<file path="config.mk">
export PLATFORM = sky130hd
export DESIGN_NAME = cnn_sched_top
export DESIGN_NICKNAME = d
export VERILOG_FILES = /design/src/hw/cnn_sched_pkg.sv /design/src/hw/buf_arbiter.sv /design/src/hw/cnn_sched_top.sv /design/src/hw/layer_config.sv /design/src/hw/loop_sequencer.sv /design/src/hw/tile_buffer.sv /design/src/hw/tile_fetch.sv
export SDC_FILE = /design/constraint.sdc
export NUM_CORES = 2
export LEC_CHECK = 0
export BUFFER_PORTS_ARGS = -buffer_cell sky130_fd_sc_hd__buf_2
export CORE_MARGIN = 2
export CORE_UTILIZATION = 40
export DETAILED_ROUTE_END_ITERATION = 12
export PLACE_DENSITY_LB_ADDON = 0.15
export SLEW_MARGIN = 10
export SYNTH_ARGS = -nofsm -noshare
export SYNTH_HDL_FRONTEND = slang
export SYNTH_MEMORY_MAX_BITS = 65536
export SYNTH_SLANG_ARGS = --single-unit
</file>
<file path="constraint.sdc">
create_clock -name clk -period 4.1 [get_ports clk]
set_clock_uncertainty 0.1 [all_clocks]
set_input_delay 0.205 -clock clk [delete_from_list [all_inputs] [get_ports clk]]
set_output_delay 0.205 -clock clk [all_outputs]
set_load 0.05 [all_outputs]
</file>
<file path="src/hw/cnn_sched_pkg.sv">
// Layer scheduler shared definitions
// Buffer geometry, configuration queue sizing, the layer entry
// and fetch command formats, and the sequencer and arbiter enums.
package cnn_sched_pkg;

    // ============================================================
    // Sizes
    // ============================================================
    localparam int DATA_W    = 16;
    localparam int ADDR_W    = 8;
    localparam int CFG_DEPTH = 4;
    localparam int CFG_PTR_W = 2;

    // ============================================================
    // Packed formats
    // ============================================================
    // One layer entry, counts stored minus one
    typedef struct packed {
        logic [3:0] num_pat;
        logic [2:0] num_ftr_grp;
        logic [3:0] len_row;
        logic [7:0] act_base;
        logic [7:0] wgt_base;
    } layer_cfg_t;

    // Tile request to a fetcher
    typedef struct packed {
        logic [7:0] base;
        logic [3:0] len;
    } fetch_cmd_t;

    // Host write into the tile buffer
    typedef struct packed {
        logic [7:0]  addr;
        logic [15:0] data;
    } mem_wr_t;

    // ============================================================
    // Enums
    // ============================================================
    typedef enum logic [1:0] {
        SEQ_IDLE,
        SEQ_ISSUE,
        SEQ_WAIT,
        SEQ_STEP
    } seq_state_e;

    // Buffer owner in a given cycle
    typedef enum logic [1:0] {
        SRC_NONE,
        SRC_HOST,
        SRC_ACT,
        SRC_WGT
    } arb_src_e;

endpackage

</file>
<file path="src/hw/buf_arbiter.sv">
`timescale 1ns/1ps
// Tile buffer arbiter
// Host writes always take the cycle. Otherwise the activation and
// weight fetchers share the port round robin. The owner of each read
// is registered so the returned word is steered back to its fetcher.
module buf_arbiter (
    input  logic                             clk,
    input  logic                             arst_n,
    input  logic                             host_wr_en,
    input  cnn_sched_pkg::mem_wr_t           host_wr,
    input  logic                             act_req,
    input  logic [cnn_sched_pkg::ADDR_W-1:0] act_addr,
    input  logic                             wgt_req,
    input  logic [cnn_sched_pkg::ADDR_W-1:0] wgt_addr,
    output logic                             act_gnt,
    output logic                             wgt_gnt,
    output logic                             act_rvalid,
    output logic                             wgt_rvalid,
    output logic                             mem_en,
    output logic                             mem_we,
    output logic [cnn_sched_pkg::ADDR_W-1:0] mem_addr,
    output logic [cnn_sched_pkg::DATA_W-1:0] mem_wdata
);

    cnn_sched_pkg::arb_src_e cur_src;
    cnn_sched_pkg::arb_src_e rd_src;
    logic                    last_wgt;

    // ============================================================
    // Owner select
    // ============================================================
    always_comb begin
        cur_src = cnn_sched_pkg::SRC_NONE;
        if (host_wr_en) begin
            cur_src = cnn_sched_pkg::SRC_HOST;
        end else if (act_req && wgt_req) begin
            // Alternate on contention
            cur_src = last_wgt ? cnn_sched_pkg::SRC_ACT : cnn_sched_pkg::SRC_WGT;
        end else if (act_req) begin
            cur_src = cnn_sched_pkg::SRC_ACT;
        end else if (wgt_req) begin
            cur_src = cnn_sched_pkg::SRC_WGT;
        end
    end

    assign act_gnt = (cur_src == cnn_sched_pkg::SRC_ACT);
    assign wgt_gnt = (cur_src == cnn_sched_pkg::SRC_WGT);

    // Buffer port drive
    assign mem_en    = (cur_src != cnn_sched_pkg::SRC_NONE);
    assign mem_we    = (cur_src == cnn_sched_pkg::SRC_HOST);
    assign mem_wdata = host_wr.data;
    always_comb begin
        case (cur_src)
            cnn_sched_pkg::SRC_HOST: mem_addr = host_wr.addr;
            cnn_sched_pkg::SRC_WGT:  mem_addr = wgt_addr;
            default:                 mem_addr = act_addr;
        endcase
    end

    // ============================================================
    // Read owner and round robin state
    // ============================================================
    always_ff @(posedge clk or negedge arst_n) begin
        if (!arst_n) begin
            rd_src   <= cnn_sched_pkg::SRC_NONE;
            last_wgt <= 1'b0;
        end else begin
            // Writes return nothing
            rd_src <= (cur_src == cnn_sched_pkg::SRC_HOST) ? cnn_sched_pkg::SRC_NONE : cur_src;
            if (act_gnt) last_wgt <= 1'b0;
            if (wgt_gnt) last_wgt <= 1'b1;
        end
    end

    assign act_rvalid = (rd_src == cnn_sched_pkg::SRC_ACT);
    assign wgt_rvalid = (rd_src == cnn_sched_pkg::SRC_WGT);

endmodule

</file>
<file path="src/hw/cnn_sched_top.sv">
`timescale 1ns/1ps
// Convolution layer scheduler top
// Configuration queue, loop sequencer, activation and weight tile
// fetchers, buffer arbiter and the shared single-port tile buffer.
module cnn_sched_top (
    input  logic                             clk,
    input  logic                             arst_n,
    input  logic                             cfg_val,
    input  cnn_sched_pkg::layer_cfg_t        cfg,
    output logic                             cfg_full,
    input  logic                             mem_wr_en,
    input  cnn_sched_pkg::mem_wr_t           mem_wr,
    output logic                             act_val,
    output logic [cnn_sched_pkg::DATA_W-1:0] act_data,
    output logic                             wgt_val,
    output logic [cnn_sched_pkg::DATA_W-1:0] wgt_data,
    output logic                             layer_done,
    output logic                             busy
);

    // ============================================================
    // Interconnect
    // ============================================================
    logic                             cfg_valid;
    cnn_sched_pkg::layer_cfg_t        head;
    logic                             act_start;
    logic                             wgt_start;
    cnn_sched_pkg::fetch_cmd_t        act_cmd;
    cnn_sched_pkg::fetch_cmd_t        wgt_cmd;
    logic                             act_done;
    logic                             wgt_done;
    logic                             act_req;
    logic                             wgt_req;
    logic [cnn_sched_pkg::ADDR_W-1:0] act_addr;
    logic [cnn_sched_pkg::ADDR_W-1:0] wgt_addr;
    logic                             act_gnt;
    logic                             wgt_gnt;
    logic                             act_rvalid;
    logic                             wgt_rvalid;
    logic                             mem_en;
    logic                             mem_we;
    logic [cnn_sched_pkg::ADDR_W-1:0] mem_addr;
    logic [cnn_sched_pkg::DATA_W-1:0] mem_wdata;
    logic [cnn_sched_pkg::DATA_W-1:0] mem_rdata;

    layer_config u_layer_config (
        .clk        (clk),
        .arst_n     (arst_n),
        .cfg_val    (cfg_val),
        .cfg        (cfg),
        .layer_done (layer_done),
        .cfg_valid  (cfg_valid),
        .cfg_full   (cfg_full),
        .head       (head)
    );

    loop_sequencer u_loop_sequencer (
        .clk        (clk),
        .arst_n     (arst_n),
        .cfg_valid  (cfg_valid),
        .head       (head),
        .act_done   (act_done),
        .wgt_done   (wgt_done),
        .act_start  (act_start),
        .act_cmd    (act_cmd),
        .wgt_start  (wgt_start),
        .wgt_cmd    (wgt_cmd),
        .layer_done (layer_done),
        .busy       (busy)
    );

    // Both fetchers share the buffer read data
    tile_fetch act_fetch (
        .clk       (clk),
        .arst_n    (arst_n),
        .start     (act_start),
        .cmd       (act_cmd),
        .req       (act_req),
        .raddr     (act_addr),
        .gnt       (act_gnt),
        .rvalid    (act_rvalid),
        .rdata     (mem_rdata),
        .word_val  (act_val),
        .word_data (act_data),
        .tile_done (act_done)
    );

    tile_fetch wgt_fetch (
        .clk       (clk),
        .arst_n    (arst_n),
        .start     (wgt_start),
        .cmd       (wgt_cmd),
        .req       (wgt_req),
        .raddr     (wgt_addr),
        .gnt       (wgt_gnt),
        .rvalid    (wgt_rvalid),
        .rdata     (mem_rdata),
        .word_val  (wgt_val),
        .word_data (wgt_data),
        .tile_done (wgt_done)
    );

    buf_arbiter u_buf_arbiter (
        .clk        (clk),
        .arst_n     (arst_n),
        .host_wr_en (mem_wr_en),
        .host_wr    (mem_wr),
        .act_req    (act_req),
        .act_addr   (act_addr),
        .wgt_req    (wgt_req),
        .wgt_addr   (wgt_addr),
        .act_gnt    (act_gnt),
        .wgt_gnt    (wgt_gnt),
        .act_rvalid (act_rvalid),
        .wgt_rvalid (wgt_rvalid),
        .mem_en     (mem_en),
        .mem_we     (mem_we),
        .mem_addr   (mem_addr),
        .mem_wdata  (mem_wdata)
    );

    tile_buffer u_tile_buffer (
        .clk   (clk),
        .en    (mem_en),
        .we    (mem_we),
        .addr  (mem_addr),
        .wdata (mem_wdata),
        .rdata (mem_rdata)
    );

endmodule

</file>
<file path="src/hw/layer_config.sv">
`timescale 1ns/1ps
// Layer configuration queue
// Holds the layer entries pushed by the host and presents the oldest
// one as the current layer. That entry leaves the queue only when the
// sequencer reports the layer complete.
module layer_config (
    input  logic                      clk,
    input  logic                      arst_n,
    input  logic                      cfg_val,
    input  cnn_sched_pkg::layer_cfg_t cfg,
    input  logic                      layer_done,
    output logic                      cfg_valid,
    output logic                      cfg_full,
    output cnn_sched_pkg::layer_cfg_t head
);

    // ============================================================
    // Storage and pointers
    // ============================================================
    cnn_sched_pkg::layer_cfg_t           entries [cnn_sched_pkg::CFG_DEPTH];
    logic [cnn_sched_pkg::CFG_PTR_W-1:0] wr_ptr;
    logic [cnn_sched_pkg::CFG_PTR_W-1:0] rd_ptr;
    logic [cnn_sched_pkg::CFG_PTR_W:0]   count;
    logic                                push;
    logic                                pop;

    // Push into a full queue is lost
    assign push = cfg_val && !cfg_full;
    // Only pop a real entry
    assign pop  = layer_done && cfg_valid;

    assign cfg_valid = (count != '0);
    assign cfg_full  = (count == cnn_sched_pkg::CFG_DEPTH);

    // Head shown straight from storage
    assign head = entries[rd_ptr];

    always_ff @(posedge clk) begin
        if (push) begin
            entries[wr_ptr] <= cfg;
        end
    end

    // ============================================================
    // Pointer and occupancy update
    // ============================================================
    always_ff @(posedge clk or negedge arst_n) begin
        if (!arst_n) begin
            wr_ptr <= '0;
            rd_ptr <= '0;
            count  <= '0;
        end else begin
            // Pointers wrap naturally at CFG_DEPTH
            if (push) begin
                wr_ptr <= wr_ptr + 1'b1;
            end
            if (pop) begin
                rd_ptr <= rd_ptr + 1'b1;
            end
            case ({push, pop})
                2'b10:   count <= count + 1'b1;
                2'b01:   count <= count - 1'b1;
                default: count <= count;
            endcase
        end
    end

endmodule

</file>
<file path="src/hw/loop_sequencer.sv">
`timescale 1ns/1ps
// Layer loop sequencer
// Walks patches (outer) and filter groups (inner) of the head layer.
// Each step starts the activation and weight fetchers, waits for both
// tiles, then advances. The last step pulses layer_done to pop the queue.
module loop_sequencer (
    input  logic                      clk,
    input  logic                      arst_n,
    input  logic                      cfg_valid,
    input  cnn_sched_pkg::layer_cfg_t head,
    input  logic                      act_done,
    input  logic                      wgt_done,
    output logic                      act_start,
    output cnn_sched_pkg::fetch_cmd_t act_cmd,
    output logic                      wgt_start,
    output cnn_sched_pkg::fetch_cmd_t wgt_cmd,
    output logic                      layer_done,
    output logic                      busy
);

    cnn_sched_pkg::seq_state_e        state;
    cnn_sched_pkg::seq_state_e        state_nxt;
    logic [3:0]                       pat_cnt;
    logic [2:0]                       grp_cnt;
    logic [cnn_sched_pkg::ADDR_W-1:0] act_ofs;
    logic [cnn_sched_pkg::ADDR_W-1:0] wgt_ofs;
    logic [cnn_sched_pkg::ADDR_W-1:0] tile_len;
    logic                             act_seen;
    logic                             wgt_seen;
    logic                             both_done;
    logic                             grp_last;
    logic                             last_step;

    // Real tile length is stored value plus one
    assign tile_len  = {4'd0, head.len_row} + 8'd1;
    // Done pulses may land in different cycles
    assign both_done = (act_seen || act_done) && (wgt_seen || wgt_done);
    assign grp_last  = (grp_cnt == head.num_ftr_grp);
    assign last_step = grp_last && (pat_cnt == head.num_pat);

    // ============================================================
    // FSM
    // ============================================================
    always_comb begin
        state_nxt = state;
        case (state)
            cnn_sched_pkg::SEQ_IDLE: begin
                if (cfg_valid) state_nxt = cnn_sched_pkg::SEQ_ISSUE;
            end
            // Falls back to idle if the queue ran dry
            cnn_sched_pkg::SEQ_ISSUE: begin
                state_nxt = cfg_valid ? cnn_sched_pkg::SEQ_WAIT : cnn_sched_pkg::SEQ_IDLE;
            end
            cnn_sched_pkg::SEQ_WAIT: begin
                if (both_done) state_nxt = cnn_sched_pkg::SEQ_STEP;
            end
            // Also goes straight on to the next layer, if any
            default: state_nxt = cnn_sched_pkg::SEQ_ISSUE;
        endcase
    end

    always_ff @(posedge clk or negedge arst_n) begin
        if (!arst_n) begin
            state    <= cnn_sched_pkg::SEQ_IDLE;
            pat_cnt  <= '0;
            grp_cnt  <= '0;
            act_ofs  <= '0;
            wgt_ofs  <= '0;
            act_seen <= 1'b0;
            wgt_seen <= 1'b0;
        end else begin
            state <= state_nxt;
            // Remember early done pulses until both are in
            if (state == cnn_sched_pkg::SEQ_WAIT && !both_done) begin
                act_seen <= act_seen || act_done;
                wgt_seen <= wgt_seen || wgt_done;
            end else begin
                act_seen <= 1'b0;
                wgt_seen <= 1'b0;
            end
            // Loop advance
            if (state == cnn_sched_pkg::SEQ_STEP) begin
                if (last_step) begin
                    pat_cnt <= '0;
                    grp_cnt <= '0;
                    act_ofs <= '0;
                    wgt_ofs <= '0;
                end else if (grp_last) begin
                    pat_cnt <= pat_cnt + 1'b1;
                    grp_cnt <= '0;
                    act_ofs <= act_ofs + tile_len;
                    wgt_ofs <= '0;
                end else begin
                    grp_cnt <= grp_cnt + 1'b1;
                    wgt_ofs <= wgt_ofs + tile_len;
                end
            end
        end
    end

    // ============================================================
    // Outputs
    // ============================================================
    assign act_start    = (state == cnn_sched_pkg::SEQ_ISSUE) && cfg_valid;
    assign wgt_start    = act_start;
    // Addresses wrap modulo 256
    assign act_cmd.base = head.act_base + act_ofs;
    assign act_cmd.len  = head.len_row;
    assign wgt_cmd.base = head.wgt_base + wgt_ofs;
    assign wgt_cmd.len  = head.len_row;
    assign layer_done   = (state == cnn_sched_pkg::SEQ_STEP) && last_step;
    // Head entry stays queued for the whole layer
    assign busy         = cfg_valid && (state != cnn_sched_pkg::SEQ_IDLE);

endmodule

</file>
<file path="src/hw/tile_buffer.sv">
`timescale 1ns/1ps
// Tile buffer
// Single-port synchronous memory, 256 words, loaded by the host.
// Read data appears one cycle after the read is enabled.
module tile_buffer (
    input  logic                             clk,
    input  logic                             en,
    input  logic                             we,
    input  logic [cnn_sched_pkg::ADDR_W-1:0] addr,
    input  logic [cnn_sched_pkg::DATA_W-1:0] wdata,
    output logic [cnn_sched_pkg::DATA_W-1:0] rdata
);

    logic [cnn_sched_pkg::DATA_W-1:0] mem [1 << cnn_sched_pkg::ADDR_W];

    // Write or registered read, never both
    always_ff @(posedge clk) begin
        if (en) begin
            if (we) begin
                mem[addr] <= wdata;
            end else begin
                rdata <= mem[addr];
            end
        end
    end

endmodule

</file>
<file path="src/hw/tile_fetch.sv">
`timescale 1ns/1ps
// Tile fetcher
// Reads one contiguous tile from the shared buffer through the arbiter
// and streams the returned words out in address order. Issued and
// returned words are counted apart, so requests run ahead of data.
module tile_fetch (
    input  logic                             clk,
    input  logic                             arst_n,
    input  logic                             start,
    input  cnn_sched_pkg::fetch_cmd_t        cmd,
    output logic                             req,
    output logic [cnn_sched_pkg::ADDR_W-1:0] raddr,
    input  logic                             gnt,
    input  logic                             rvalid,
    input  logic [cnn_sched_pkg::DATA_W-1:0] rdata,
    output logic                             word_val,
    output logic [cnn_sched_pkg::DATA_W-1:0] word_data,
    output logic                             tile_done
);

    logic [3:0] len_q;
    logic [3:0] issue_cnt;
    logic [3:0] ret_cnt;

    // Tile address and length, loaded per start
    always_ff @(posedge clk) begin
        if (start) begin
            raddr <= cmd.base;
            len_q <= cmd.len;
        end else if (gnt) begin
            raddr <= raddr + 1'b1;
        end
    end

    always_ff @(posedge clk or negedge arst_n) begin
        if (!arst_n) begin
            req       <= 1'b0;
            issue_cnt <= '0;
            ret_cnt   <= '0;
        end else if (start) begin
            req       <= 1'b1;
            issue_cnt <= '0;
            ret_cnt   <= '0;
        end else begin
            // Drop req once the last word is granted
            if (gnt) begin
                issue_cnt <= issue_cnt + 1'b1;
                if (issue_cnt == len_q) req <= 1'b0;
            end
            if (rvalid) begin
                ret_cnt <= ret_cnt + 1'b1;
            end
        end
    end

    // Returned word goes out the cycle it arrives
    assign word_val  = rvalid;
    assign word_data = rdata;
    assign tile_done = rvalid && (ret_cnt == len_q);

endmodule

</file>
==> impl_metrics.json <==
{
  "synthMostInstantiatedCell": "sky130_fd_sc_hd__edfxtp_1",
  "timing.final.crit_period_ps": 4339,
  "hold_ws_ps": 105.0,
  "synth.yosys.seq_area_share": 0.7603,
  "overall_routed_net_length_mm": 620.9,
  "clock_tree.buffer_depth": 4,
  "critPathLaunchType": "flip-flop",
  "dr.pass1.iters": 6,
  "netlist_top_cells_count": "4240 x sky130_fd_sc_hd__edfxtp_1, 2315 x sky130_fd_sc_hd__nand2_1, 606 x sky130_fd_sc_hd__nand3_1",
  "number_of_design_rule_violations_left_by_the_first_detailed_router_iteration": 16445,
  "h_tree_depth": 5,
  "synth.avg_cell_area_um2": 15.49,
  "crit_fanout": 7,
  "fp.dieH_um": 654.5,
  "clkSinkCount": 4295,
  "rsz_0062_raised_after_global_routing": "yes",
  "mappedNetlistNets": 11027,
  "synth.largest_area_cell": "sky130_fd_sc_hd__edfxtp_1",
  "largest_net_degree_at_the_start_of_global_routing": 138,
  "min_delay_path_depth": 7,
  "synthToLayoutAreaGrowth_pct": 24.96,
  "ys_flop_type": "sky130_fd_sc_hd__edfxtp_1",
  "io_pins": 92,
  "reg2reg_setup_slack_ps": -240,
  "placement.io_buffers": 91,
  "cts_inserted_buffers": 455,
  "reg2reg_to": "u_tile_buffer.rdata[3]$_DFFE_PP_",
  "timing_hold_violations_final": 0,
  "cp.arrival_ps": 4990,
  "post_route_cells_drive_above_1_share": 0.2486,
  "number_of_remaining_drc_errors": 0,
  "path_class": "reg -> reg",
  "cts_tree": "built",
  "vias": 109843,
  "slew_viol_final": 0,
  "hp-class": "in -> reg",
  "vias_per_cell": 5.932,
  "final_design_area_no_fill_um2": 211500,
  "dr_wl_met2_mm": 278.8,
  "yosys_register_bits": 4295,
  "power_mw": 143.3,
  "core_area_um2": 420800,
  "worst-r2r-cell-count": 15,
  "powerDensity_nw_per_um2": 677.5,
  "wl_on_met1_mm": 248.6,
  "cap_violations": 0,
  "synth_cell_types": 77,
  "total_leakage_power_nw": 72.22,
  "die_area_um2": 428400,
  "dp_hpwl_mm": 397.2,
  "hp-start": "mem_wr[16]",
  "standard_cell_rows": 238,
  "clk_transition_reported_paths_ps": 60,
  "post_synth_design_cell_area_um2": 169300,
  "layout_setup_ws_ps": -239.1,
  "synth_warnings": 0,
  "run_status": "finished with violations",
  "rr_startpoint": "u_buf_arbiter.last_wgt$_DFFE_PN0P_",
  "antenna_found_initial": 48,
  "synth_top_cell_area_share": 0.7522,
  "final_min_period_over_clock_period": 1.058,
  "syn_inst": 10925,
  "drtAntennaViolNets": 0,
  "layout.nets": 12579,
  "top_layer": "met5",
  "cts.root.buffer_cell": "sky130_fd_sc_hd__clkbuf_16",
  "setup_violations": 12,
  "synth.area.top_cells": "sky130_fd_sc_hd__edfxtp_1 75%, sky130_fd_sc_hd__nand2_1 5.1%, sky130_fd_sc_hd__mux4_2 4.5%",
  "via_count_of_the_first_global_routing_pass": 104405,
  "worst_slew_pin_slew_ps": 1318,
  "effective_utilization_at_floorplan": 0.4023,
  "global_route.usage.total": 0.2816,
  "worstSkewPairLatency_ps": 1020,
  "hold-path-endpoint": "u_tile_buffer.mem[223][9]$_DFFE_PP_",
  "gp_congestion": 0.9156,
  "startpoint": "u_buf_arbiter.last_wgt$_DFFE_PN0P_",
  "wl_met3_mm": 66.41,
  "violations_in_the_final_reports": "negative setup slack",
  "placement.cell_area_um2": 190700,
  "die-width_um": 654.5,
  "fin_tns_setup_ps": -878.9,
  "routed_wl_per_cell_um": 33.53,
  "end_kind": "flip-flop",
  "peakVddDrop_uv": 508.7,
  "synth-edff-count": 4240,
  "fmax_ghz": 0.2305,
  "relSlewSlack": 0.1214,
  "gr-total-overflow": 0,
  "grt_pass1_wl_mm": 843.8,
  "filler_cell_count": 35098,
  "async_set_or_reset_register_ratio_after_synthesis": 0.01281,
  "cp.required_ps": 4750
}
[worst max-delay path, cell delays in order, from the launching register on]
cell and delay (ps):
sky130_fd_sc_hd__dfrtp_1 400, sky130_fd_sc_hd__a21bo_2 260, sky130_fd_sc_hd__a221o_2 470, sky130_fd_sc_hd__and2_4 220
sky130_fd_sc_hd__buf_12 140, sky130_fd_sc_hd__buf_12 160, sky130_fd_sc_hd__buf_16 160, sky130_fd_sc_hd__mux2i_4 230
sky130_fd_sc_hd__a221oi_4 110, sky130_fd_sc_hd__buf_4 160, sky130_fd_sc_hd__nor4_4 310, sky130_fd_sc_hd__a31oi_4 150
sky130_fd_sc_hd__nor3_4 380, sky130_fd_sc_hd__buf_6 170, sky130_fd_sc_hd__o2bb2ai_4 90, sky130_fd_sc_hd__or4_1 500
[cells by family (layout without fill, tap and decap cells)]
kind of cell | after synthesis | count (layout) | share of synthesized area
flip-flops | 4295 | 4295 | 0.7603
AND/OR/NAND/NOR | 3824 | 3824 | 0.09731
AO/OA/AOI/OAI | 1383 | 1383 | 0.05706
buffers and inverters | 744 | 2678 | 0.01960
multiplexers | 551 | 551 | 0.05783
XOR/XNOR | 81 | 81 | 0.004191
adder cells (fa/ha/maj) | 47 | 47 | 0.003696
other | 0 | 18 | 0
[cell usage in the layout, fill, tap and decap left out, types with 31 or more instances in the layout]
cell type / instances
sky130_fd_sc_hd__clkinv_1: 118
sky130_fd_sc_hd__clkbuf_16: 488
sky130_fd_sc_hd__buf_6: 53
sky130_fd_sc_hd__nand2_1: 2289
sky130_fd_sc_hd__buf_4: 1060
sky130_fd_sc_hd__nor3_1: 40
sky130_fd_sc_hd__buf_12: 435
sky130_fd_sc_hd__dlygate4sd3_1: 78
sky130_fd_sc_hd__mux2i_1: 185
sky130_fd_sc_hd__ha_1: 42
sky130_fd_sc_hd__clkinv_2: 80
sky130_fd_sc_hd__nor2_1: 185
sky130_fd_sc_hd__bufinv_16: 38
sky130_fd_sc_hd__a21oi_2: 32
sky130_fd_sc_hd__nor2_2: 162
sky130_fd_sc_hd__dfrtp_1: 54
sky130_fd_sc_hd__and3_1: 272
sky130_fd_sc_hd__xnor2_1: 47
sky130_fd_sc_hd__nand4_1: 106
sky130_fd_sc_hd__a221oi_2: 31
sky130_fd_sc_hd__a22oi_1: 51
sky130_fd_sc_hd__buf_2: 74
sky130_fd_sc_hd__edfxtp_1: 4240
sky130_fd_sc_hd__buf_16: 42
sky130_fd_sc_hd__a31oi_1: 207
sky130_fd_sc_hd__mux4_2: 341
sky130_fd_sc_hd__a311oi_1: 145
sky130_fd_sc_hd__a32oi_1: 40
sky130_fd_sc_hd__clkbuf_1: 100
sky130_fd_sc_hd__a211oi_1: 92
sky130_fd_sc_hd__xor2_1: 34
sky130_fd_sc_hd__a21oi_1: 286
sky130_fd_sc_hd__a221oi_1: 95
sky130_fd_sc_hd__o21ai_0: 83
sky130_fd_sc_hd__nand3_1: 594
[power by group]
part | leakage, nW | internal (mW) | switching [mW]
clock | 7.03 | 23.0 | 17.5
combinational | 26.3 | 20.0 | 32.6
sequential | 38.9 | 49.4 | 0.800
[what timing repair did]
item	CTS	global route
buffers inserted	53	115
resized for setup	235	321
gates cloned	14	26
pin swaps	42	96
endpoints found under the hold margin	2504	0
hold buffers	78	0
setup endpoints to repair	1067	47
[flip-flops by register name, indices dropped and copies added (netlist names), 8 cells and up]
name and flops:
u_tile_buffer.rdata 16, u_loop_sequencer.wgt_ofs 8, u_layer_config.entries 108, u_tile_buffer.mem 4096, u_loop_sequencer.act_ofs 8, act_fetch.raddr 8
wgt_fetch.raddr 8
[layout make-up]
| class | instances | area (um2) | area share |
|---|---|---|---|
| inverter | 31 | 116.4 | 0.0005501 |
| tap | 5640 | 7057 | 0.03336 |
| multi-input combinational | 5886 | 40130 | 0.1897 |
| clock inverter | 276 | 2499 | 0.01181 |
| timing repair buffer | 1808 | 21030 | 0.09943 |
| sequential | 4295 | 128700 | 0.6084 |
| clock buffer | 563 | 11950 | 0.05649 |
| antenna | 18 | 45.04 | 0.0002129 |
[worst max path at each step]
stage                                                endpoint  slack, ps  depth (start not counted)
after global routing         u_tile_buffer.rdata[3]$_DFFE_PP_       -270                         14
after global placement       u_tile_buffer.rdata[3]$_DFFE_PP_      -1240                         14
final                        u_tile_buffer.rdata[3]$_DFFE_PP_       -240                         15
after CTS                    u_tile_buffer.rdata[3]$_DFFE_PP_       -220                         15
after detailed placement     u_tile_buffer.rdata[3]$_DFFE_PP_      -1210                         14
after floorplan           u_tile_buffer.mem[112][0]$_DFFE_PP_        -90                         13
[metrics by stage]
step	setup slack [ps]	std cells	util
floorplan	-85.42	10925	-
global placement	-1245	17382	0.4532
detailed placement	-1211	17383	0.4533
CTS	-221.8	18366	0.4947
global route	-266.8	18507	0.5027
finish	-239.1	18517	0.5027
[routing by layer]
metal | GRT usage | up-vias
li1 | - | 45466
met1 | 0.3982 | 57192
met2 | 0.4285 | 6203
met3 | 0.05852 | 966
met4 | 0.1075 | 16
met5 | 0 | -
No activity file was read; power rests on OpenSTA's default activity.
